**config.mk**
```make
export PLATFORM = sky130hd
export DESIGN_NAME = packet_link_top
export DESIGN_NICKNAME = d
export VERILOG_FILES = /design/src/pkt_pkg.sv /design/src/tx_frame_if.sv /design/src/rx_command_fsm.sv /design/src/tx_scheduler_fsm.sv /design/src/frame_byte_counter.sv /design/src/tx_frame_builder.sv /design/src/packet_link_top.sv
export SDC_FILE = /design/constraint.sdc
export NUM_CORES = 1
export LEC_CHECK = 0
export ABC_AREA = 1
export BUFFER_PORTS_ARGS = -buffer_cell sky130_fd_sc_hd__buf_4
export CAP_MARGIN = 10
export CORE_MARGIN = 2
export CORE_UTILIZATION = 41
export CTS_CLUSTER_SIZE = 24
export DETAILED_ROUTE_END_ITERATION = 12
export SLEW_MARGIN = 10
export SYNTH_ARGS = -nofsm -noshare
export SYNTH_HDL_FRONTEND = slang
export SYNTH_SLANG_ARGS = --single-unit
```
**constraint.sdc**
```tcl
create_clock -name clk -period 6.1 [get_ports clk]
set_input_delay 0 -clock clk [delete_from_list [all_inputs] [get_ports clk]]
set_output_delay 0 -clock clk [all_outputs]
set_load 0.05 [all_outputs]
```
**src/pkt_pkg.sv**
```systemverilog
// ********************
// shared types and constants for the host packet link
// every width is fixed by the byte protocol, so nothing here is tunable
// report lengths include the leading opcode byte
// ********************
package pkt_pkg;

    // host link byte and payload fields
    typedef logic [7:0]  byte_t;
    typedef logic [7:0]  fire_addr_t;
    typedef logic [7:0]  metric_addr_t;
    typedef logic [31:0] net_time_t;

    // position of a byte inside one report, max report is 5 bytes
    typedef logic [2:0]  frame_idx_t;

    // host opcodes, also reused as report opcodes
    localparam byte_t OP_STEP      = 8'h01;
    localparam byte_t OP_METRIC    = 8'h02;
    localparam byte_t OP_FIRE_FLAG = 8'h80;

    typedef enum logic [1:0] {
        REPORT_NONE,
        REPORT_TIME,
        REPORT_FIRE,
        REPORT_METRIC
    } report_kind_t;

    // bytes per report, opcode included
    function automatic frame_idx_t report_len(report_kind_t kind);
        case (kind)
            REPORT_TIME:   return 3'd5;
            REPORT_FIRE:   return 3'd2;
            REPORT_METRIC: return 3'd3;
            default:       return 3'd1;
        endcase
    endfunction

    typedef enum logic [1:0] {
        RX_IDLE,
        RX_FIRE,
        RX_STEP,
        RX_METRIC
    } rx_state_t;

    typedef enum logic {
        TX_IDLE,
        TX_SEND
    } tx_state_t;

endpackage

```
**src/tx_frame_if.sv**
```systemverilog
// ********************
// framing signals shared by the tx scheduler, byte counter and builder
// kind is REPORT_NONE whenever no report is in progress
// fire means a tx byte is accepted on this edge
// ********************
`timescale 1ns/1ps

interface tx_frame_if import pkt_pkg::*; ();

    report_kind_t kind;
    logic         start;
    frame_idx_t   idx;
    logic         last;
    logic         fire;

    modport scheduler (
        output kind,
        output start,
        input  last,
        input  fire
    );

    modport counter (
        input  kind,
        input  start,
        input  fire,
        output idx,
        output last
    );

    modport builder (
        input  kind,
        input  start,
        input  idx,
        input  last,
        output fire
    );

endinterface

```
**src/rx_command_fsm.sv**
```systemverilog
// ********************
// host command decoder: fire (0x80|a, v), step (0x01, n), metric (0x02, m)
// other opcodes with bit 7 clear are dropped after one byte
// rx_rdy is held low while the core is busy with time
// one request at a time, held until ack or metric_sent
// ********************
`timescale 1ns/1ps

module rx_command_fsm import pkt_pkg::*; (
    input  logic         clk,
    input  logic         reset,

    input  byte_t        rx_data,
    input  logic         rx_vld,
    output logic         rx_rdy,

    input  logic         time_update,
    input  logic         time_remaining,

    output fire_addr_t   input_fire_addr,
    output byte_t        input_fire_value,
    output logic         input_fire_waiting,
    input  logic         input_fire_ack,

    output byte_t        time_target_value,
    output logic         time_target_waiting,
    input  logic         time_target_ack,

    output metric_addr_t metric_addr,
    output logic         metric_read,
    input  logic         metric_sent
);

    rx_state_t state;
    logic      open;
    logic      accept;

    // ready when waiting for a byte and no request is outstanding
    always_comb begin
        case (state)
            RX_FIRE:   open = !input_fire_waiting;
            RX_STEP:   open = !time_target_waiting;
            RX_METRIC: open = !metric_read;
            default:   open = 1'b1;
        endcase
    end

    assign rx_rdy = open && !(time_update || time_remaining);
    assign accept = rx_vld && rx_rdy;

    always_ff @(posedge clk) begin
        if (reset) begin
            state               <= RX_IDLE;
            input_fire_waiting  <= 1'b0;
            time_target_waiting <= 1'b0;
            metric_read         <= 1'b0;
        end else begin
            case (state)
                RX_IDLE: begin
                    if (accept) begin
                        if (rx_data[7]) begin
                            // low opcode bits carry the neuron address
                            input_fire_addr <= {1'b0, rx_data[6:0]};
                            state           <= RX_FIRE;
                        end else if (rx_data == OP_STEP) begin
                            state <= RX_STEP;
                        end else if (rx_data == OP_METRIC) begin
                            state <= RX_METRIC;
                        end
                    end
                end
                RX_FIRE: begin
                    if (input_fire_waiting) begin
                        if (input_fire_ack) begin
                            input_fire_waiting <= 1'b0;
                            state              <= RX_IDLE;
                        end
                    end else if (accept) begin
                        input_fire_value   <= rx_data;
                        input_fire_waiting <= 1'b1;
                    end
                end
                RX_STEP: begin
                    if (time_target_waiting) begin
                        if (time_target_ack) begin
                            time_target_waiting <= 1'b0;
                            state               <= RX_IDLE;
                        end
                    end else if (accept) begin
                        time_target_value   <= rx_data;
                        time_target_waiting <= 1'b1;
                    end
                end
                RX_METRIC: begin
                    // done once the reply has left the tx side
                    if (metric_read) begin
                        if (metric_sent) begin
                            metric_read <= 1'b0;
                            state       <= RX_IDLE;
                        end
                    end else if (accept) begin
                        metric_addr <= rx_data;
                        metric_read <= 1'b1;
                    end
                end
                default: state <= RX_IDLE;
            endcase
        end
    end

    // a new request never overlaps one still in flight
    a_single_request: assert property (@(posedge clk) disable iff (reset)
        ($rose(input_fire_waiting) || $rose(time_target_waiting) || $rose(metric_read))
        |-> $onehot({input_fire_waiting, time_target_waiting, metric_read}));

endmodule

```
**src/tx_scheduler_fsm.sv**
```systemverilog
// ********************
// picks the next report: time first, then output fire, then metric
// a source is served once per sent pulse and must drop its request
// before it can be picked again
// ********************
`timescale 1ns/1ps

module tx_scheduler_fsm import pkt_pkg::*; (
    input  logic clk,
    input  logic reset,

    input  logic time_update,
    input  logic time_remaining,
    input  logic output_fire_waiting,
    input  logic metric_read,
    input  logic tx_vld,

    output logic time_sent,
    output logic output_fire_sent,
    output logic metric_sent,

    tx_frame_if.scheduler frame
);

    tx_state_t    state;
    report_kind_t kind_q;
    report_kind_t pick;
    logic         time_pend;
    logic         fire_pend;
    logic         metric_pend;

    // time goes out once the step ends, or early if a fire is queued behind it
    assign time_pend   = time_update && (!time_remaining || output_fire_waiting) && !time_sent;
    assign fire_pend   = output_fire_waiting && !output_fire_sent;
    assign metric_pend = metric_read && !metric_sent;

    always_comb begin
        if (time_pend) begin
            pick = REPORT_TIME;
        end else if (fire_pend) begin
            pick = REPORT_FIRE;
        end else if (metric_pend) begin
            pick = REPORT_METRIC;
        end else begin
            pick = REPORT_NONE;
        end
    end

    assign frame.start = (state == TX_IDLE) && !tx_vld && (pick != REPORT_NONE);
    assign frame.kind  = frame.start ? pick : kind_q;

    always_ff @(posedge clk) begin
        if (reset) begin
            state            <= TX_IDLE;
            kind_q           <= REPORT_NONE;
            time_sent        <= 1'b0;
            output_fire_sent <= 1'b0;
            metric_sent      <= 1'b0;
        end else begin
            time_sent        <= 1'b0;
            output_fire_sent <= 1'b0;
            metric_sent      <= 1'b0;
            case (state)
                TX_IDLE: begin
                    if (frame.start) begin
                        kind_q <= pick;
                        state  <= TX_SEND;
                    end
                end
                TX_SEND: begin
                    // last byte taken, tell the source on the same edge tx_vld drops
                    if (frame.fire && frame.last) begin
                        state  <= TX_IDLE;
                        kind_q <= REPORT_NONE;
                        case (kind_q)
                            REPORT_TIME:   time_sent        <= 1'b1;
                            REPORT_FIRE:   output_fire_sent <= 1'b1;
                            REPORT_METRIC: metric_sent      <= 1'b1;
                            default:       ;
                        endcase
                    end
                end
                default: state <= TX_IDLE;
            endcase
        end
    end

    a_one_sent: assert property (@(posedge clk) disable iff (reset)
        $onehot0({time_sent, output_fire_sent, metric_sent}));

endmodule

```
**src/frame_byte_counter.sv**
```systemverilog
// ********************
// tracks which byte of the current report sits on tx_data
// idx is back at zero between reports
// ********************
`timescale 1ns/1ps

module frame_byte_counter import pkt_pkg::*; (
    input  logic clk,
    input  logic reset,

    tx_frame_if.counter frame
);

    frame_idx_t last_idx;

    assign last_idx   = frame_idx_t'(report_len(frame.kind) - 3'd1);
    assign frame.last = (frame.idx == last_idx);

    always_ff @(posedge clk) begin
        if (reset) begin
            frame.idx <= '0;
        end else if (frame.start || (frame.fire && frame.last)) begin
            frame.idx <= '0;
        end else if (frame.fire) begin
            frame.idx <= frame.idx + 3'd1;
        end
    end

    // the index must stay inside the report that is being sent
    a_idx_in_frame: assert property (@(posedge clk) disable iff (reset)
        (frame.kind != REPORT_NONE) |-> (frame.idx < report_len(frame.kind)));

endmodule

```
**src/tx_frame_builder.sv**
```systemverilog
// ********************
// serializes one report onto the host tx byte port
// payload is sampled at start, so later source changes do not leak in
// time is sent most significant byte first
// tx_data is only meaningful while tx_vld is high
// ********************
`timescale 1ns/1ps

module tx_frame_builder import pkt_pkg::*; (
    input  logic         clk,
    input  logic         reset,

    input  net_time_t    time_current,
    input  fire_addr_t   output_fire_addr,
    input  metric_addr_t metric_addr,
    input  byte_t        metric_value,

    output byte_t        tx_data,
    output logic         tx_vld,
    input  logic         tx_rdy,

    tx_frame_if.builder  frame
);

    net_time_t    time_q;
    fire_addr_t   fire_addr_q;
    metric_addr_t metric_addr_q;
    byte_t        metric_value_q;
    frame_idx_t   sel_idx;
    byte_t        next_byte;

    assign frame.fire = tx_vld && tx_rdy;

    always_ff @(posedge clk) begin
        if (frame.start) begin
            time_q         <= time_current;
            fire_addr_q    <= output_fire_addr;
            metric_addr_q  <= metric_addr;
            metric_value_q <= metric_value;
        end
    end

    // opcode at start, otherwise the byte after the one just taken
    always_comb begin
        sel_idx = frame.start ? 3'd0 : frame.idx + 3'd1;
        case (frame.kind)
            REPORT_TIME: begin
                case (sel_idx)
                    3'd0:    next_byte = OP_STEP;
                    3'd1:    next_byte = time_q[31:24];
                    3'd2:    next_byte = time_q[23:16];
                    3'd3:    next_byte = time_q[15:8];
                    default: next_byte = time_q[7:0];
                endcase
            end
            REPORT_FIRE:
                next_byte = (sel_idx == 3'd0) ? OP_FIRE_FLAG : fire_addr_q;
            REPORT_METRIC: begin
                case (sel_idx)
                    3'd0:    next_byte = OP_METRIC;
                    3'd1:    next_byte = metric_addr_q;
                    default: next_byte = metric_value_q;
                endcase
            end
            default: next_byte = '0;
        endcase
    end

    always_ff @(posedge clk) begin
        if (frame.start || (frame.fire && !frame.last)) begin
            tx_data <= next_byte;
        end
    end

    always_ff @(posedge clk) begin
        if (reset) begin
            tx_vld <= 1'b0;
        end else if (frame.start) begin
            tx_vld <= 1'b1;
        end else if (frame.fire && frame.last) begin
            tx_vld <= 1'b0;
        end
    end

    a_hold_under_stall: assert property (@(posedge clk) disable iff (reset)
        (tx_vld && !tx_rdy) |=> (tx_vld && $stable(tx_data)));

endmodule

```
**src/packet_link_top.sv**
```systemverilog
// ********************
// host packet link for the spiking core
// byte ports use valid/ready, a byte moves when both are high
// core requests stay high until their ack or sent flag
// ********************
`timescale 1ns/1ps

module packet_link_top import pkt_pkg::*; (
    input  logic         clk,
    input  logic         reset,

    // host to link
    input  byte_t        rx_data,
    input  logic         rx_vld,
    output logic         rx_rdy,

    // link to host
    output byte_t        tx_data,
    output logic         tx_vld,
    input  logic         tx_rdy,

    output fire_addr_t   input_fire_addr,
    output byte_t        input_fire_value,
    output logic         input_fire_waiting,
    input  logic         input_fire_ack,

    output byte_t        time_target_value,
    output logic         time_target_waiting,
    input  logic         time_target_ack,

    output metric_addr_t metric_addr,
    output logic         metric_read,
    input  byte_t        metric_value,

    input  net_time_t    time_current,
    input  logic         time_update,
    input  logic         time_remaining,
    output logic         time_sent,

    input  fire_addr_t   output_fire_addr,
    input  logic         output_fire_waiting,
    output logic         output_fire_sent
);

    logic metric_sent;

    tx_frame_if frame ();

    rx_command_fsm u_rx_command_fsm (
        .clk                 (clk),
        .reset               (reset),
        .rx_data             (rx_data),
        .rx_vld              (rx_vld),
        .rx_rdy              (rx_rdy),
        .time_update         (time_update),
        .time_remaining      (time_remaining),
        .input_fire_addr     (input_fire_addr),
        .input_fire_value    (input_fire_value),
        .input_fire_waiting  (input_fire_waiting),
        .input_fire_ack      (input_fire_ack),
        .time_target_value   (time_target_value),
        .time_target_waiting (time_target_waiting),
        .time_target_ack     (time_target_ack),
        .metric_addr         (metric_addr),
        .metric_read         (metric_read),
        .metric_sent         (metric_sent)
    );

    tx_scheduler_fsm u_tx_scheduler_fsm (
        .clk                 (clk),
        .reset               (reset),
        .time_update         (time_update),
        .time_remaining      (time_remaining),
        .output_fire_waiting (output_fire_waiting),
        .metric_read         (metric_read),
        .tx_vld              (tx_vld),
        .time_sent           (time_sent),
        .output_fire_sent    (output_fire_sent),
        .metric_sent         (metric_sent),
        .frame               (frame.scheduler)
    );

    frame_byte_counter u_frame_byte_counter (
        .clk   (clk),
        .reset (reset),
        .frame (frame.counter)
    );

    tx_frame_builder u_tx_frame_builder (
        .clk              (clk),
        .reset            (reset),
        .time_current     (time_current),
        .output_fire_addr (output_fire_addr),
        .metric_addr      (metric_addr),
        .metric_value     (metric_value),
        .tx_data          (tx_data),
        .tx_vld           (tx_vld),
        .tx_rdy           (tx_rdy),
        .frame            (frame.builder)
    );

endmodule

```
==> run summary <==
The flow ran to the end, and the final reports show no timing, DRC or antenna violations. The clock network is responsible for 24.0% of the overall power. The multi-input combinational cells in the finished layout cover a total of ~0.0011 mm^2. Derived from the worst setup path, the maximum achievable clock frequency is 390 MHz. The yosys synthesis warning count is 0.

The wire length per cell after detailed routing came out at about 14 um. The share of synthesized area in the top cell type comes to 64.9%. The number of buffers inserted by hold repair at cts is 62. The number of inserted filler cells in the final layout is 863. The chip height came out at 108 um. Of all cell types, the one taking the most synthesized area is edfxtp_1. The critical path start-end classification is reg -> reg. In this run the tool buffered the top-level ports with 110 buffer cells. The via density per instance is ~4.7. The share of synthesized area occupied by flip-flops and latches is 71.7%. Cells with a size suffix above 1 make up a little over a quarter of the layout. The final-report max-slew violation count came out at 0. The number of max-cap violations came out at 0. The total overflow reported by the global router is 0. Each instance of the synthesized netlist takes up on average 12.3 um^2.

The wire length after detailed routing came out at slightly below 10000 um. The floorplan core area came out at 0.0104 mm^2. The first global-routing pass estimated between 15000 and 20000 um of wire. The clock passes through at most 2 buffers. For this design the ratio of total power to cell area is 285 mW/mm^2. The top fanout value on the critical path came out at 7.

For this design the top-level I/O count stands at roughly 110. The die is between 100 and 150 um wide. The clock insertion delay at the later pin of the skew report came out at 0.37 ns.

Entering global routing, the biggest net connects 62 pins. The area enclosed by the die boundary is 0.0116 mm^2. The post-route antenna net violation count came out at 0. The total global routing track utilization is 17.5%. The setup TNS after final layout came out at 0 ns.

The transition at the pin with the smallest max-transition slack came out at around 0.87 ns. With fillers left out, the area of the finished cells amounts to 0.00618 mm^2. In this run the worst setup path begins at u_rx_command_fsm.state[1]$_SDFFE_PP0P_. The total standard cell area after synthesis came out at ~0.0044 mm^2. The number of global-route vias before repair is roughly 3.3k. The antenna diode instance count is 0. The slowest cell on the critical path is dlygate4sd3_1. The source of the worst register-to-register timing path is u_rx_command_fsm.state[1]$_SDFFE_PP0P_. After the first detailed-routing iteration, the DRC count stood at 168. The hold violation total from the final report was 0. Summed over all nets, the switching power comes to 0.523 mW. CTS built an H-tree with a depth of 3. The worst stage delay on the critical path came out at about 0.6 ns. The tree is rooted in a clkbuf_8.

Synthesis produced 357 cells. The data required time at the worst endpoint came out at 6.41 ns. The global placement routability congestion is 0.809. The end of the critical path is u_rx_command_fsm.input_fire_waiting$_SDFFE_PP0N_. The area overhead of the layout relative to synthesis is 40.6%. The clock transition at the register clock pins on the worst setup and hold paths after CTS came out at 0.09 ns. The fraction of the cycle the final worst path needs is between 40 and 50%. TritonCTS built the clock tree.

Internal power comes to 1.24 mW. The relative slew slack came out at 41.4%. The number of detailed-route iterations in the first pass came out at 4. The worst setup path is launched from a register.

The number of cell rows came out at 37. The number of post-CTS setup repair buffers is 0. The number of cells on the worst reg-to-reg path came out at 10.

The post-route DRC violation count came out at 0. The endpoint identified for the worst register-to-register timing path is u_rx_command_fsm.input_fire_waiting$_SDFFE_PP0N_. The static leakage came out at approximately 2.5 nW.

The final count of negative-setup-slack endpoints is 0. The routed via count is roughly 3.2k. The worst path in the final design needs a cycle of approximately 2.6 ns, including I/O delays and setup. The combinational share of power came out at 22.5%.

Overall power consumption after layout is estimated at 1.76 mW. Sequential cells burn 53.4% of the power. The initial antenna violation count is 0. The register area is 0.00315 mm^2. The data arrival time of the critical path came out at 2.88 ns. Setup repair after global routing left no endpoint under its margin. The path class of the tightest hold or removal check is in -> reg. By area the synthesized netlist is led by edfxtp_1, nand2_1, dfxtp_1. The clock tree skew after final layout came out at ~0.015 ns. The total CTS buffers is 9. The number of nets in the synthesized netlist is 423. The HPWL reported at the end of detailed placement came out at between 6000 and 7000 um.

The final net count is about 600. After synthesis the netlist holds a flip-flop and latch count of 110. The effective utilization at floorplan is ~42%.

VDD sags by at most 0.184 mV. For flop-to-flop paths, the worst setup slack is 3.53 ns. Walking the worst path, the cells encountered are nand2_1 > nor2_1 > inv_1 > nand3_2 > nor2_2 > nor3_4 > nand3_2 > dlygate4sd3_1 > o21ai_0 > dlygate4sd3_1. After clock tree synthesis, the repair step resized 0 gates. The worst setup path is captured at a register. After detailed placement, the total cell area comes to 0.00537 mm^2.

The switching portion of total power came out at 29.6%. The unique cell type count in the Yosys netlist came out at 35. The TritonCTS sink count came out at 110.
## synthesized netlist by cell type
library cell / instances
nand3b_1: 1
nor3_1: 3
o21ai_0: 11
nand2_2: 3
nor2_1: 25
inv_4: 1
clkbuf_1: 1
nor2_2: 2
o31ai_1: 1
o221ai_1: 1
edfxtp_1: 95
inv_2: 1
nand3_1: 22
nor2_4: 2
nand2_4: 3
xnor2_2: 1
ha_1: 1
nor3_4: 3
conb_1: 1
o21ai_2: 2
nand4_1: 11
o211ai_1: 2
o21ai_1: 7
inv_1: 39
nor4_4: 1
buf_4: 1
nand3_2: 5
a211oi_1: 1
a31o_2: 1
buf_6: 1
a21oi_1: 9
nand2_1: 82
dfxtp_1: 15
nand4_2: 1
xor2_1: 1
## worst min path at each step
stage / from / to / cells past startpoint
after global placement: metric_value[3] / u_tx_frame_builder.metric_value_q[3]$_DFFE_PP_ / 1
after global routing: time_update / u_rx_command_fsm.state[1]$_SDFFE_PP0P_ / 6
after CTS: time_remaining / u_rx_command_fsm.state[1]$_SDFFE_PP0P_ / 6
after detailed placement: time_current[7] / u_tx_frame_builder.time_q[7]$_DFFE_PP_ / 1
after floorplan: time_update / rx_rdy / 1
final: time_update / u_rx_command_fsm.state[1]$_SDFFE_PP0P_ / 6
## flip-flops by register name, summed over array words and instances, names as in the netlist, 3 cells and up
name                                flops
u_tx_frame_builder.metric_addr_q        8
u_tx_frame_builder.fire_addr_q          8
u_rx_command_fsm.input_fire_value       8
u_tx_frame_builder.tx_data              8
u_rx_command_fsm.time_target_value      8
u_tx_frame_builder.metric_value_q       8
u_rx_command_fsm.input_fire_addr        7
u_frame_byte_counter.frame.idx          3
u_rx_command_fsm.metric_addr            8
u_tx_frame_builder.time_q              32
## worst max-delay path: cells and delay by family (launching register included)
family	cells	cell delay, ns
buffers and inverters	3	1.23
AO/OA/AOI/OAI	1	0.18
flip-flops	1	0.45
AND/OR/NAND/NOR	6	0.66
## through the flow
stage               std cells  utilization (%)  hold slack (ns)  setup slack [ns]
floorplan                 357                -           0.0687              3.80
global placement          600             51.8            0.180              3.71
detailed placement        600             51.8            0.180              3.61
CTS                       678             59.6           0.0824              3.58
global route              678             59.6            0.140              3.29
finish                    678             59.6            0.105              3.53
## power by group through the flow
| stage | Clock, mW | Sequential (mW) | Combinational (mW) |
|---|---|---|---|
| after floorplan | 0 | 1.02 | 0.193 |
| after global placement | 0 | 0.959 | 0.361 |
| after detailed placement | 0 | 0.960 | 0.367 |
| after CTS | 0.439 | 0.943 | 0.400 |
| after global routing | 0.467 | 0.950 | 0.438 |
| final | 0.424 | 0.943 | 0.398 |
## cell usage in the layout, fill, tap and decap left out, types with 5 or more instances in the layout
cell	Yosys	routed
clkbuf_8	0	9
nor2_1	25	25
inv_1	39	39
nand3_2	5	5
nand3_1	22	22
o21ai_0	11	11
o21ai_1	7	7
dfxtp_1	15	15
buf_4	1	110
nand2_1	82	82
nand4_1	11	11
edfxtp_1	95	95
dlygate4sd3_1	0	62
a21oi_1	9	9
## kinds of logic after synthesis
group / synth area share, %
buf+inv: 4.07
simple gates: 18.7
compound gates: 4.55
other cells: 0.0853
xor+xnor: 0.569
fa+ha+maj: 0.285
flops: 71.7
## layout make-up
class | count | share of cell area [%]
multi-input combinational | 203 | 17.2
clock inverter | 5 | 0.931
inverter | 41 | 2.53
sequential | 110 | 51.0
tap | 136 | 2.75
timing repair buffer | 172 | 23.4
clock buffer | 11 | 2.13
## metal layers
layer  vias to the layer above  part of all wire (%)  wire length [um]  track usage (%)
li1                       1593                     -                 -                -
met4                         0                   2.0               189             5.68
met5                         -                     0                 0                0
met2                        69                    53              5100             31.3
met3                        12                   3.5               339             4.66
met1                      1517                    42              4030             20.3
Note: power is estimated with default switching activity, not from simulation.
